$ cat src/common/fx3_macros.svh
/* FX3 slave-FIFO bridge constants
   Bus width, buffer sizes, endpoint addresses, timeouts and read latency */

`ifndef FX3_MACROS_SVH
`define FX3_MACROS_SVH

// FX3 data bus width, also the user word width
`define FX3_WIDTH 32

// Depth of each first-word-fall-through buffer
`define FX3_BUF_DEPTH 16

// Free ingress slots left when reads must stop
// Covers the read latency plus the drain words
`define FX3_IN_MARGIN 6

// Socket addresses on fx3_a
`define FX3_EPIN  2'b00
`define FX3_EPOUT 2'b11

// Idle cycles before a zero-length packet is sent
`define FX3_FLUSH_TIMEOUT 10000

// Retry wait before a single-word transfer
`define FX3_SWRW_WAIT 15

// Cycles from a read strobe to valid data on the bus
`define FX3_RD_LATENCY 2

`endif

$ cat src/common/fx3_pkg.sv
/* Shared types of the FX3 bridge
   Transfer states, decoded flags, bus strobes and timer handshake */

package fx3_pkg;

   typedef enum logic [4:0] {
      ST_IDLE,
      ST_FLG_C_RCVD,
      ST_WAIT_FLG_D,
      ST_READ,
      ST_SW_READ,
      ST_READ_DRAIN_1,
      ST_READ_DRAIN_2,
      ST_READ_DRAIN_3,
      ST_READ_DRAIN_4,
      ST_READ_DRAIN_5,
      ST_FLG_A_RCVD,
      ST_WAIT_FLG_B,
      ST_WRITE,
      ST_WRITE_DRAIN_1,
      ST_WRITE_DRAIN_2,
      ST_WRITE_FLUSH,
      ST_SW_WRITE,
      ST_SW_WRITE_WAIT
   } fx3_state_e;

   // FX3 flags after inversion, all active high
   typedef struct packed {
      logic in_full;
      logic in_almost_full;
      logic out_empty;
      logic out_almost_empty;
   } fx3_flags_t;

   // Bus controls before they go onto the active-low pins
   typedef struct packed {
      logic       oe;
      logic       rd;
      logic       wr;
      logic       pktend;
      logic [1:0] addr;
   } fx3_strobes_t;

   // Single-cycle requests from the FSM to the timers
   typedef struct packed {
      logic arm_idle;
      logic clear_idle;
      logic arm_swrw;
      logic arm_swrw_short;
      logic clear_flush;
   } fx3_timer_ctrl_t;

   typedef struct packed {
      logic flush;
      logic swrw_expire;
      logic swrw_short_expire;
   } fx3_timer_stat_t;

endpackage

$ cat src/fx3_ctrl/fx3_slave_fsm.sv
/* FX3 slave-FIFO transfer FSM
   Arbitrates host writes, flushes and reads and drives the bus strobes */

`timescale 1ns/1ps
`include "fx3_macros.svh"

module fx3_slave_fsm (
   input  logic                     fx3_pclk,
   input  logic                     int_rst,
   input  fx3_pkg::fx3_flags_t      flags,
   input  logic                     in_almost_full,
   input  logic                     egress_empty,
   input  fx3_pkg::fx3_timer_stat_t tstat,
   output fx3_pkg::fx3_strobes_t    strobes,
   output logic                     egress_pop,
   output fx3_pkg::fx3_timer_ctrl_t tctrl
);

   fx3_pkg::fx3_state_e state;
   fx3_pkg::fx3_state_e nxt_state;

   always_ff @(posedge fx3_pclk or posedge int_rst) begin
      if (int_rst) begin
         state <= fx3_pkg::ST_IDLE;
      end else begin
         state <= nxt_state;
      end
   end

   always_comb begin
      nxt_state  = state;
      strobes    = '{oe: 1'b0, rd: 1'b0, wr: 1'b0, pktend: 1'b0, addr: `FX3_EPIN};
      egress_pop = 1'b0;
      tctrl      = '0;

      case (state)
         fx3_pkg::ST_IDLE: begin
            // Writes first, then a pending flush, then reads
            if (!flags.in_full && !egress_empty) begin
               nxt_state = fx3_pkg::ST_FLG_A_RCVD;
            end else if (tstat.flush) begin
               nxt_state = fx3_pkg::ST_WRITE_FLUSH;
            end else if (!flags.out_empty && !in_almost_full) begin
               nxt_state = fx3_pkg::ST_FLG_C_RCVD;
            end
         end

         fx3_pkg::ST_FLG_A_RCVD: begin
            tctrl.clear_idle  = 1'b1;
            tctrl.clear_flush = 1'b1;
            tctrl.arm_swrw    = 1'b1;
            nxt_state         = fx3_pkg::ST_WAIT_FLG_B;
         end

         fx3_pkg::ST_WAIT_FLG_B: begin
            if (flags.in_full) begin
               tctrl.arm_idle = 1'b1;
               nxt_state      = fx3_pkg::ST_IDLE;
            end else if (!flags.in_almost_full) begin
               nxt_state = fx3_pkg::ST_WRITE;
            end else if (tstat.swrw_expire) begin
               nxt_state = fx3_pkg::ST_SW_WRITE;
            end
         end

         fx3_pkg::ST_WRITE: begin
            if (egress_empty) begin
               tctrl.arm_idle = 1'b1;
               nxt_state      = fx3_pkg::ST_IDLE;
            end else begin
               strobes.wr = 1'b1;
               egress_pop = 1'b1;
               if (flags.in_almost_full) begin
                  nxt_state = fx3_pkg::ST_WRITE_DRAIN_1;
               end
            end
         end

         fx3_pkg::ST_WRITE_DRAIN_1: begin
            strobes.wr = 1'b1;
            egress_pop = 1'b1;
            nxt_state  = fx3_pkg::ST_WRITE_DRAIN_2;
         end

         fx3_pkg::ST_WRITE_DRAIN_2: begin
            strobes.wr     = 1'b1;
            egress_pop     = 1'b1;
            tctrl.arm_idle = 1'b1;
            nxt_state      = fx3_pkg::ST_IDLE;
         end

         fx3_pkg::ST_SW_WRITE: begin
            strobes.wr           = 1'b1;
            egress_pop           = 1'b1;
            tctrl.arm_swrw_short = 1'b1;
            nxt_state            = fx3_pkg::ST_SW_WRITE_WAIT;
         end

         // Give the FX3 time to update its flags after the single word
         fx3_pkg::ST_SW_WRITE_WAIT: begin
            if (tstat.swrw_short_expire) begin
               tctrl.arm_idle = 1'b1;
               nxt_state      = fx3_pkg::ST_IDLE;
            end
         end

         fx3_pkg::ST_WRITE_FLUSH: begin
            strobes.pktend    = ~flags.in_full;
            tctrl.clear_flush = 1'b1;
            nxt_state         = fx3_pkg::ST_IDLE;
         end

         fx3_pkg::ST_FLG_C_RCVD: begin
            strobes.addr   = `FX3_EPOUT;
            tctrl.arm_swrw = 1'b1;
            nxt_state      = fx3_pkg::ST_WAIT_FLG_D;
         end

         fx3_pkg::ST_WAIT_FLG_D: begin
            strobes.addr = `FX3_EPOUT;
            if (!flags.out_almost_empty) begin
               nxt_state = fx3_pkg::ST_READ;
            end else if (tstat.swrw_expire) begin
               nxt_state = fx3_pkg::ST_SW_READ;
            end
         end

         fx3_pkg::ST_READ: begin
            strobes.addr = `FX3_EPOUT;
            strobes.rd   = 1'b1;
            strobes.oe   = 1'b1;
            // Ingress nearly full skips the extra reads
            if (in_almost_full) begin
               nxt_state = fx3_pkg::ST_READ_DRAIN_4;
            end else if (flags.out_almost_empty) begin
               nxt_state = fx3_pkg::ST_READ_DRAIN_1;
            end
         end

         fx3_pkg::ST_SW_READ: begin
            strobes.addr = `FX3_EPOUT;
            strobes.rd   = 1'b1;
            strobes.oe   = 1'b1;
            nxt_state    = fx3_pkg::ST_READ_DRAIN_4;
         end

         fx3_pkg::ST_READ_DRAIN_1,
         fx3_pkg::ST_READ_DRAIN_2,
         fx3_pkg::ST_READ_DRAIN_3: begin
            strobes.addr = `FX3_EPOUT;
            strobes.rd   = 1'b1;
            strobes.oe   = 1'b1;
            nxt_state    = fx3_pkg::fx3_state_e'(state + 5'd1);
         end

         // Output enable held while the last words come out of the pipe
         fx3_pkg::ST_READ_DRAIN_4: begin
            strobes.addr = `FX3_EPOUT;
            strobes.oe   = 1'b1;
            nxt_state    = fx3_pkg::ST_READ_DRAIN_5;
         end

         fx3_pkg::ST_READ_DRAIN_5: begin
            strobes.addr = `FX3_EPOUT;
            strobes.oe   = 1'b1;
            nxt_state    = fx3_pkg::ST_IDLE;
         end

         default: begin
            nxt_state = fx3_pkg::ST_IDLE;
         end
      endcase
   end

endmodule

$ cat config.mk
export PLATFORM = sky130hd
export DESIGN_NAME = fx3_slave_fsm
export DESIGN_NICKNAME = d
export VERILOG_FILES = /design/src/common/fx3_pkg.sv /design/src/fx3_ctrl/fx3_slave_fsm.sv
export VERILOG_INCLUDE_DIRS = /design/src /design/src/common
export SDC_FILE = /design/constraint.sdc
export NUM_CORES = 1
export LEC_CHECK = 0
export BUFFER_PORTS_ARGS = -buffer_cell sky130_fd_sc_hd__buf_4
export CORE_MARGIN = 3
export CORE_UTILIZATION = 55
export DETAILED_ROUTE_END_ITERATION = 6
export PLACE_DENSITY = 0.83
export SYNTH_ARGS = -nofsm -noshare
export SYNTH_HDL_FRONTEND = slang
export SYNTH_SLANG_ARGS = --single-unit
$ cat constraint.sdc
create_clock -name fx3_pclk -period 3.1 [get_ports fx3_pclk]
set_clock_uncertainty 0.15 [all_clocks]
set_input_delay 0.31 -clock fx3_pclk [delete_from_list [all_inputs] [get_ports fx3_pclk]]
set_output_delay 0.31 -clock fx3_pclk [all_outputs]
set_load 0.01 [all_outputs]
Word level (Yosys, flattened, before mapping)
Cells that the tools add are included.
{"block": "totals", "ff_bits": 5, "elab_cells": 69, "out_inout_bits": 12, "latch_bits": 0, "n_memories": 0, "inputBits": 11, "ram_bits": 0, "mem_bits_ro": 0}
{"block": "classes", "n_lt_le_gt_ge": 0, "mux": 28, "eq_ne": 23, "addsub": 1, "n_mul": 0, "n_reduce_logical": 15, "div": 0, "n_shift": 0, "bitwise_logic": 1}
{"operator": "5-bit 2-to-1 mux", "count": 13}
{"operator": "5-bit case mux with 13 select lines", "count": 1}
{"operator": "5-bit by 4-bit equality test with 1-bit output (second input constant)", "count": 8}
{"operator": "5-bit by 3-bit equality test with 1-bit output (second input constant)", "count": 4}
{"operator": "1-bit 2-to-1 mux", "count": 11}
{"operator": "5-bit by 2-bit equality test with 1-bit output (second input constant)", "count": 2}
{"operator": "5-bit equality test (second input constant)", "count": 2}
{"operator": "3-bit != test (second input constant)", "count": 3}
{"operator": "9-bit OR reduction", "count": 1}
{"operator": "4-bit != test (second input constant)", "count": 2}
{"operator": "7-bit OR reduction", "count": 1}
{"operator": "6-bit AND reduction", "count": 1}
{"operator": "3-bit OR reduction", "count": 2}
{"operator": "5-bit by 1-bit adder with 5-bit output (second input constant)", "count": 1}
{"operator": "5-bit by 1-bit equality test with 1-bit output (second input constant)", "count": 1}
{"operator": "5-bit logical NOT", "count": 1}
{"operator": "5-bit OR reduction", "count": 1}
{"operator": "1-bit logical NOT", "count": 4}
{"operator": "1-bit case mux with 4 select lines", "count": 1}
{"operator": "2-bit OR reduction", "count": 2}
{"operator": "1-bit logical AND", "count": 2}
{"operator": "2-bit 2-to-1 mux", "count": 1}
{"operator": "2-bit != test (second input constant)", "count": 1}
{"operator": "1-bit case mux with 2 select lines", "count": 1}
{"operator": "1-bit inverter", "count": 1}

Depth between registers and ports, before layout
Gate-level depths: netlist (run 1).
{"block": "logic_depth", "depth_word": 6, "ltp_mapped": 8, "depth_no_buf": 7}

Worst setup path before layout (run 1)
No wires, ideal clock.
{"block": "synth_timing", "path_kind": "register -> output", "startpoint": "reg state[0]", "endpoint": "out strobes[1] (netlist name)", "required_time_ps": 2640, "path_stages_with_launch": 9, "setup_slack_ps": 706, "n_path_buf": 2, "arrival_time_ps": 1934, "path_cell_list": "dfrtp_1 inv_1 ha_1 buf_4 or3_4 o221a_2 a31oi_1 o31ai_1 buf_4"}
{"element": "start: declaration", "line_no": "fx3_slave_fsm.sv:19", "source": "fx3_pkg::fx3_state_e state;"}
{"element": "start signal: assignment", "line_no": "fx3_slave_fsm.sv:24", "source": "state <= fx3_pkg::ST_IDLE;"}
{"element": "start signal: assignment", "line_no": "fx3_slave_fsm.sv:26", "source": "state <= nxt_state;"}
{"element": "end: declaration", "line_no": "fx3_slave_fsm.sv:14", "source": "output fx3_pkg::fx3_strobes_t strobes,"}

==> impl_metrics.py, run 1 <==
metrics = {
    "run_status": {
        "outcome": "finished, final reports clean",
    },
    "layout": {
        "final_common_cell": "buf_4",
        "largest_register_ffs": 5,
        "regMostFlops": "state",
        "largestRegisters": "state: 5 flops",
        "fin_cells": 136,
        "nets": 138,
        "seq_area_um2": 125,
        "final_cell_mix": "buf_4 (22), o21ai_0 (7), nand2_1 (6), inv_1 (6), nand2b_1 (6)",
        "multi_input_area_um2": 627,
        "utilization_pct": 73.1,
        "layout-drive-gt1-share_pct": 34.7,
        "fill_cells": 115,
        "syn_to_final_growth_pct": 18.8,
        "finalInstanceArea_um2": 998,
        "insertedDiodeCount": 0,
    },
    "global_routing": {
        "grt_pass1_vias": 798,
        "grt_max_degree": 22,
        "grt_pass1_wl_mm": 3.59,
        "grtUsageTotal_pct": 24.6,
        "antenna_found_initial": 0,
        "overflow": 0,
    },
    "clock_network": {
        "numCtsBuffers": 3,
        "clk_latency_ns": 0.24,
        "cts_sinks": 5,
        "path_clk_slew_ns": 0.04,
        "htree_levels": 1,
        "cts_tree": "done",
        "ctsLongestPathBuffers": 2,
        "cts-root-buf": "clkbuf_4",
    },
    "detailed_routing": {
        "drcViolationCount": 0,
        "vias": 869,
        "avgViaCountPerCell": 6.39,
        "wl_per_cell_um": 16.3,
        "dr.pass1.iters": 4,
        "wl_mm": 2.21,
        "drtAntennaViolNets": 0,
        "dr.first_iter.drc_count": 27,
    },
    "logic_synthesis": {
        "syn_area_per_cell_um2": 8.16,
        "synth_top_cell_area_share_pct": 14.9,
        "ys_seq_area_share_pct": 14.9,
        "synth-seq-cells": 5,
        "synthTopCellsByArea": "dfrtp_1 (15%), ha_1 (7.4%), mux2_4 (5.4%)",
        "synth_nets": 119,
        "syn_inst": 103,
        "syn-cell-area_um2": 841,
        "ys_types": 45,
        "synth_largest_area_cell": "dfrtp_1",
        "yosys_warnings": 0,
    },
    "pwr": {
        "ir_drop_mv": 0.498,
        "fin_total_pwr_uw": 956,
        "powerDensity_nw_per_um2": 958,
        "p_leak_nw": 0.445,
    },
    "floorplanning": {
        "row_count": 13,
        "die_h_um": 45.1,
        "core_area_um2": 1370,
        "initial_core_util_pct": 61.5,
        "die_w_um": 45.1,
        "fp.dieArea_um2": 2030,
        "io_pins": 23,
    },
    "worst_setup_path": {
        "reg2reg_from": "state[0]",
        "start_kind": "flip-flop",
        "critical_path.max_fanout": 10,
        "required_ns": 2.64,
        "endpoint_kind": "output port",
        "crit_family": "compound AO/OA/AOI/OAI gates",
        "crit_type": "reg2out",
        "critPathLaunch": "state[0]",
        "critPathSlowestCell": "dfrtp_1",
        "critical-path-max-stage-delay_ns": 0.43,
        "crit_path_cell_trace": "inv_1, ha_1, or3_4, o221a_2, a31oi_1, o31ai_1, buf_4",
        "worst-path-buf-inv": 2,
        "arrival_ns": 2.23,
    },
    "timing": {
        "hold_viol_final": 0,
        "max_slew_margin_pct": 57.1,
        "rsz0062_at_grt": "no",
        "whs_ns": 0.143,
        "layout_min_cycle_time_ns": 2.69,
        "final.period_utilization_pct": 86.9,
        "setup_tns_ns": 0,
        "max_freq_mhz": 371,
        "tightest_slew_ns": 0.643,
        "drv_slew": 0,
        "setup_slack_ns": 0.405,
        "setup_viol": 0,
    },
    "placed_design": {
        "pre_cts_ws_ns": 0.678,
        "placed_cell_area_um2": 962,
        "dp_cells": 131,
        "dp_hpwl_mm": 1.68,
        "gp_congestion": 0.877,
        "port_buffers": 22,
    },
    "job": {
        "maxCapViolations": 0,
    },
    "worst_hold_path": {
        "holdCritStartpoint": "tstat[0]",
        "min_path_type": "in2reg",
    },
}
[cells by family (layout without fill, tap and decap cells)]
group                    Yosys count  after routing  share of synthesized area (%)
AND/OR/NAND/NOR                   41             41                           31.7
AO/OA/AOI/OAI                     32             32                           28.9
adder cells (fa/ha/maj)            5              5                           7.44
flip-flops                         5              5                           14.9
multiplexers                       4              4                           6.55
buffers and inverters             16             34                           10.6
[layout make-up]
| class | count | area share (%) |
|---|---|---|
| clock buffer | 4 | 2.63 |
| inverter | 7 | 2.63 |
| multi-input combinational | 82 | 62.8 |
| sequential | 5 | 12.5 |
| tap | 15 | 1.88 |
| timing repair buffer | 23 | 17.5 |
[power by group]
part	switching, mW	total, mW	internal (mW)	leakage, nW
registers	0.0828	0.176	0.0929	0.0638
clock network	0.0258	0.0744	0.0486	0.0150
logic	0.349	0.706	0.357	0.366
[synthesized netlist by cell type (all sizes together)]
master   instances
or2              1
nor3             3
o221a            1
and3             2
o31ai            1
o211ai           1
o21ai            8
a21o             2
o22a             3
a2bb2oi          1
nor4b            2
nand3            5
a21oi            3
nor2b            3
dfrtp            5
nand2            7
mux2             3
mux2i            1
nand4            1
buf              7
ha               5
o311ai           1
nand2b           7
or3              1
clkbuf           2
nor3b            2
nor2             5
inv              7
a22oi            2
o22ai            4
a211oi           1
o2111ai          2
nor4             1
a31oi            1
and2             1
a21boi           1
[final timing paths]
check / endpoint / slack, ns / cells past startpoint
worst max-delay path: strobes[0] / 0.41 / 7
worst min-delay path: state[4] / 0.14 / 2
worst max register to register: state[0] / 0.78 / 7
worst min register to register: state[1] / 0.47 / 1
max in group asynchronous: state[2] / 2.26 / 3
min in group asynchronous: state[3] / 0.37 / 3
[layer usage]
metal / GRT usage [%] / routed length, um / vias up
li1: - / - / 415
met1: 32.3 / 915 / 411
met2: 37.3 / 1060 / 37
met3: 7.57 / 193 / 6
met4: 9.94 / 40 / 0
met5: 0 / 0 / -
[timing repair]
action                    CTS  global route
hold endpoints to repair    5             0
gates resized for setup     0             0
setup buffers               0             0
hold buffers                1             0
Note: power is estimated with default switching activity, not from simulation.
==> inputs of run 2 (changes only) <==
CELL_PAD_IN_SITES_DETAIL_PLACEMENT = 0   (was not set)
CELL_PAD_IN_SITES_GLOBAL_PLACEMENT = 1   (was not set)
CORE_UTILIZATION = 40   (was 55)
PLACE_DENSITY = not set   (was 0.83)
PLACE_DENSITY_LB_ADDON = 0.2   (was not set)
==> run 2 against run 1 <==
  * Design area increased by 1.4%
  * Global-route usage decreased by 5.0 points
  * First-iteration DRC count shrank 15%
  * Combinational power decreased by 0.7%
  * Maximum frequency fell by 0.13%
  * Clock power grew 1%
  * Setup slack worse by 0.0034 ns
  * Sequential share of layout area shrank 0.17 points
  * Largest power group unchanged
==> impl_metrics.py, run 2 (synthesis results as in run 1) <==
metrics = {
    "placed_design": {
        "dp_cells": 141,
        "dp_hpwl_mm": 1.71,
        "placed_cell_area_um2": 975,
        "gp_congestion": 0.806,
        "port_buffers": 22,
    },
    "layout": {
        "nets": 138,
        "finalInstanceArea_um2": 1010,
        "fin_cells": 146,
        "regMostFlops": "state",
        "layout-drive-gt1-share_pct": 35.5,
        "fill_cells": 197,
        "largestRegisters": "state: 5 flops",
        "insertedDiodeCount": 0,
        "syn_to_final_growth_pct": 20.4,
        "final_cell_mix": "buf_4 (22), o21ai_0 (7), nand2_1 (6), inv_1 (6), nand2b_1 (6)",
        "largest_register_ffs": 5,
        "final_common_cell": "buf_4",
    },
    "worst_setup_path": {
        "endpoint_kind": "output port",
        "reg2reg_from": "state[0]",
        "crit_path_cell_trace": "inv_1, ha_1, or3_4, o221a_2, a31oi_1, o31ai_1, buf_4",
        "critPathSlowestCell": "dfrtp_1",
        "r2r-end": "state[0]",
        "arrival_ns": 2.24,
        "required_ns": 2.64,
        "critical_path.max_fanout": 10,
        "r2r_cells": 7,
        "start_kind": "flip-flop",
        "reg2reg_slack_ns": 0.77,
        "crit_type": "reg2out",
        "critical-path-max-stage-delay_ns": 0.43,
    },
    "global_routing": {
        "overflow": 0,
        "grt_util_met3_pct": 2.58,
        "grt_pass1_vias": 781,
        "grt_max_degree": 22,
        "grtUsageTotal_pct": 19.6,
        "grt_use_met1_pct": 27.5,
        "grt-busiest-layer": "met2",
        "grt_use_met2_pct": 30.3,
        "grt_pass1_wl_mm": 3.87,
        "antenna_found_initial": 0,
    },
    "pwr": {
        "ir_drop_mv": 0.447,
        "p_clk_share_pct": 7.9,
        "fin_total_pwr_uw": 953,
        "p_leak_nw": 0.448,
        "powerDensity_nw_per_um2": 942,
        "pwr-share-seq_pct": 18.5,
        "p_int_uw": 496,
        "combPwrFrac_pct": 73.6,
        "switchingPower_uw": 457,
        "swShare_pct": 48.0,
    },
    "timing": {
        "whs_ns": 0.133,
        "max_freq_mhz": 371,
        "hold_viol_final": 0,
        "setup_viol": 0,
        "final.period_utilization_pct": 87.0,
        "drv_slew": 0,
        "tightest_slew_ns": 0.614,
        "layout_min_cycle_time_ns": 2.70,
        "setup_tns_ns": 0,
        "max_slew_margin_pct": 59.1,
        "rsz0062_at_grt": "no",
    },
    "clock_network": {
        "postCtsHoldBufs": 1,
        "post-cts-setup-buffers": 0,
        "path_clk_slew_ns": 0.05,
        "cts.repair.resized": 0,
        "htree_levels": 1,
        "cts_sinks": 5,
        "cts_tree": "done",
        "cts-root-buf": "clkbuf_4",
        "numCtsBuffers": 3,
        "ctsLongestPathBuffers": 2,
        "clk_latency_ns": 0.24,
    },
    "floorplanning": {
        "initial_core_util_pct": 45.3,
        "io_pins": 23,
        "die_w_um": 51.8,
        "die_h_um": 51.8,
        "row_count": 15,
        "fp.dieArea_um2": 2690,
        "core_area_um2": 1860,
    },
    "worst_hold_path": {
        "min_path_type": "in2reg",
        "holdCritStartpoint": "tstat[0]",
        "min_to": "state[4]",
        "hold_depth": 2,
    },
    "detailed_routing": {
        "avgViaCountPerCell": 5.68,
        "dr.pass1.iters": 4,
        "drcViolationCount": 0,
        "wl_mm": 2.19,
        "wl_per_cell_um": 15.0,
        "vias": 829,
        "drtAntennaViolNets": 0,
        "dr.first_iter.drc_count": 23,
    },
    "run_status": {
        "outcome": "finished, final reports clean",
    },
    "job": {
        "maxCapViolations": 0,
    },
}
-- run 2: changes by cell type in the layout (fill, tap and decap cells not counted), sizes merged --
cell and delta:
clkbuf -1, clkinv +1
-- run 2: worst max-delay path by stage --
stage	startpoint	endpoint	slack, ns	depth (start not counted)
2_1_floorplan	state[0]	strobes[1]	0.71	8
3_3_place_gp	state[0]	strobes[0]	0.75	7
3_5_place_dp	state[0]	strobes[0]	0.67	7
4_1_cts	state[0]	strobes[0]	0.41	7
5_1_grt	state[0]	strobes[0]	0.24	7
6_report	state[0]	strobes[0]	0.40	7
-- run 2: critical path, delay by kind of cell (launching register included) --
family,cells,cell delay (ns)
AOI/OAI and AO/OA,3,0.55
adders and majority gates,1,0.32
buffers and inverters,2,0.27
DFF,1,0.43
and+or+nand+nor,1,0.42
-- run 2: cell type report --
type	instances	area, um2	share of cell area, %
flip-flops and latches	5	125	12.4
clock inverters	1	5.00	0.494
inverters	7	26.3	2.60
multi-input cells	82	627	61.9
clock buffers	3	22.5	2.22
well taps	25	31.3	3.09
repair buffers	23	175	17.3
-- run 2: power groups by stage --
stage / registers (mW) / clock network, mW / logic, mW
floorplan: 0.124 / 0 / 0.573
global placement: 0.176 / 0 / 0.693
detailed placement: 0.176 / 0 / 0.700
CTS: 0.175 / 0.0772 / 0.703
global route: 0.188 / 0.0845 / 0.775
finish: 0.176 / 0.0752 / 0.701
-- run 2: per-stage QoR --
stage               setup slack (ns)  util [%]
CTS                            0.413      54.5
floorplan                      0.706         -
global route                   0.242      54.5
finish                         0.402      54.5
detailed placement             0.674      52.5
global placement               0.748      52.5
-- run 2: routing by layer --
| metal | routed length (um) | up-vias | part of all wire (%) |
|---|---|---|---|
| met5 | 0 | - | 0 |
| met4 | 19 | 0 | 0.87 |
| met3 | 97 | 4 | 4.4 |
| met2 | 1030 | 25 | 47 |
| met1 | 1050 | 379 | 48 |
| li1 | - | 421 | - |
==> inputs of run 3 (changes only) <==
CORE_MARGIN = 2   (was 3)
==> run 3 against run 2 <==
  * First-iteration DRC count grew 17%
  * Total power grew 0.11%
  * Via count grew 3.4%
  * Combinational power grew 2%
  * Largest cell class unchanged
==> impl_metrics.py, run 3 (synthesis results as in run 1) <==
metrics = {
    "run_status": {
        "outcome": "finished, final reports clean",
    },
    "timing": {
        "tightest_slew_ns": 0.600,
        "hold_viol_final": 0,
        "max_freq_mhz": 376,
        "final.period_utilization_pct": 85.9,
        "setup_slack_ns": 0.438,
        "max_slew_margin_pct": 60.0,
        "drv_slew": 0,
        "setup_viol": 0,
        "setup_tns_ns": 0,
        "layout_min_cycle_time_ns": 2.66,
        "rsz0062_at_grt": "no",
    },
    "layout": {
        "fin_cells": 149,
        "multi_input_area_um2": 627,
        "insertedDiodeCount": 0,
        "largest_register_ffs": 5,
        "finalInstanceArea_um2": 1020,
        "fill_cells": 214,
        "syn_to_final_growth_pct": 21.4,
        "seq_area_um2": 125,
        "nets": 139,
        "largestRegisters": "state: 5 flops",
        "final_cell_mix": "buf_4 (23), o21ai_0 (7), nand2_1 (6), inv_1 (6), nand2b_1 (6)",
        "regMostFlops": "state",
        "utilization_pct": 51.5,
        "final_common_cell": "buf_4",
        "layout-drive-gt1-share_pct": 35.2,
    },
    "floorplanning": {
        "initial_core_util_pct": 42.4,
        "io_pins": 23,
        "row_count": 16,
        "core_area_um2": 1980,
        "die_w_um": 49.8,
        "die_h_um": 49.8,
        "fp.dieArea_um2": 2480,
    },
    "worst_setup_path": {
        "endpoint_kind": "output port",
        "required_ns": 2.64,
        "crit_type": "reg2out",
        "start_kind": "flip-flop",
        "arrival_ns": 2.20,
        "critical_path.max_fanout": 10,
    },
    "detailed_routing": {
        "drtAntennaViolNets": 0,
        "avgViaCountPerCell": 5.75,
        "wl_mm": 2.15,
        "dr.first_iter.drc_count": 27,
        "wl_per_cell_um": 14.4,
        "drcViolationCount": 0,
        "vias": 857,
        "dr.pass1.iters": 4,
    },
    "placed_design": {
        "port_buffers": 22,
        "gp_congestion": 0.811,
        "dp_cells": 144,
        "placed_cell_area_um2": 985,
        "dp_hpwl_mm": 1.69,
        "pre_cts_ws_ns": 0.680,
    },
    "global_routing": {
        "grtUsageTotal_pct": 19.0,
        "overflow": 0,
        "grt_max_degree": 22,
        "grt_pass1_vias": 792,
        "grt_pass1_wl_mm": 3.64,
        "antenna_found_initial": 0,
    },
    "pwr": {
        "powerDensity_nw_per_um2": 935,
        "p_leak_nw": 0.450,
        "ir_drop_mv": 0.636,
    },
    "clock_network": {
        "cts-root-buf": "clkbuf_4",
        "numCtsBuffers": 3,
        "post-cts-setup-buffers": 0,
        "ctsLongestPathBuffers": 2,
        "cts_sinks": 5,
        "clk_latency_ns": 0.23,
        "cts_tree": "done",
        "postCtsHoldBufs": 1,
        "cts.repair.resized": 0,
        "htree_levels": 1,
        "path_clk_slew_ns": 0.04,
    },
    "worst_hold_path": {
        "min_path_type": "in2reg",
    },
    "job": {
        "maxCapViolations": 0,
    },
}
run 3: cell count changes in the layout (fill, tap and decap cells not counted), sizes merged:
cell / change
buf: +1
clkbuf: +1
clkinv: -1
run 3: final cells by class:
class                      count  share of cell area (%)
multi-input combinational     82                    61.4
timing repair buffer          24                    17.9
sequential                     5                    12.3
tap                           27                    3.31
clock buffer                   4                    2.57
inverter                       7                    2.57
run 3: stage by stage:
step	power, mW	hold WS, ns
finish	0.954	0.151
global route	1.04	0.147
CTS	0.961	0.148
detailed placement	0.880	0.0711
global placement	0.875	0.0667
floorplan	0.697	-0.0615
run 3: worst paths after layout:
kind                          start  cells past startpoint  slack, ns          to
setup / recovery           state[0]                      7       0.44  strobes[0]
hold / removal             tstat[0]                      2       0.15    state[4]
setup reg to reg           state[0]                      7       0.77    state[0]
hold reg to reg            state[1]                      1       0.45    state[1]
max in group asynchronous   int_rst                      3       2.27    state[1]
min in group asynchronous   int_rst                      3       0.37    state[4]
run 3: where the power goes:
group          internal (mW)  total [mW]  switching (mW)
Combinational          0.364       0.718           0.355
Sequential            0.0932       0.164          0.0709
Clock                 0.0484      0.0718          0.0234
run 3: per-layer routing:
metal	up-vias	GRT usage (%)	part of all wire (%)
met2	37	32.0	48
met1	400	25.1	46
met3	2	1.82	4.9
met5	-	0	0
met4	0	6.94	0.98
li1	418	-	-
run 3: critical path, stage by stage (launching register included):
cell	delay, ns
dfrtp_1	0.43
inv_1	0.09
ha_1	0.32
or3_4	0.42
o221a_2	0.26
a31oi_1	0.17
o31ai_1	0.11
buf_4	0.17
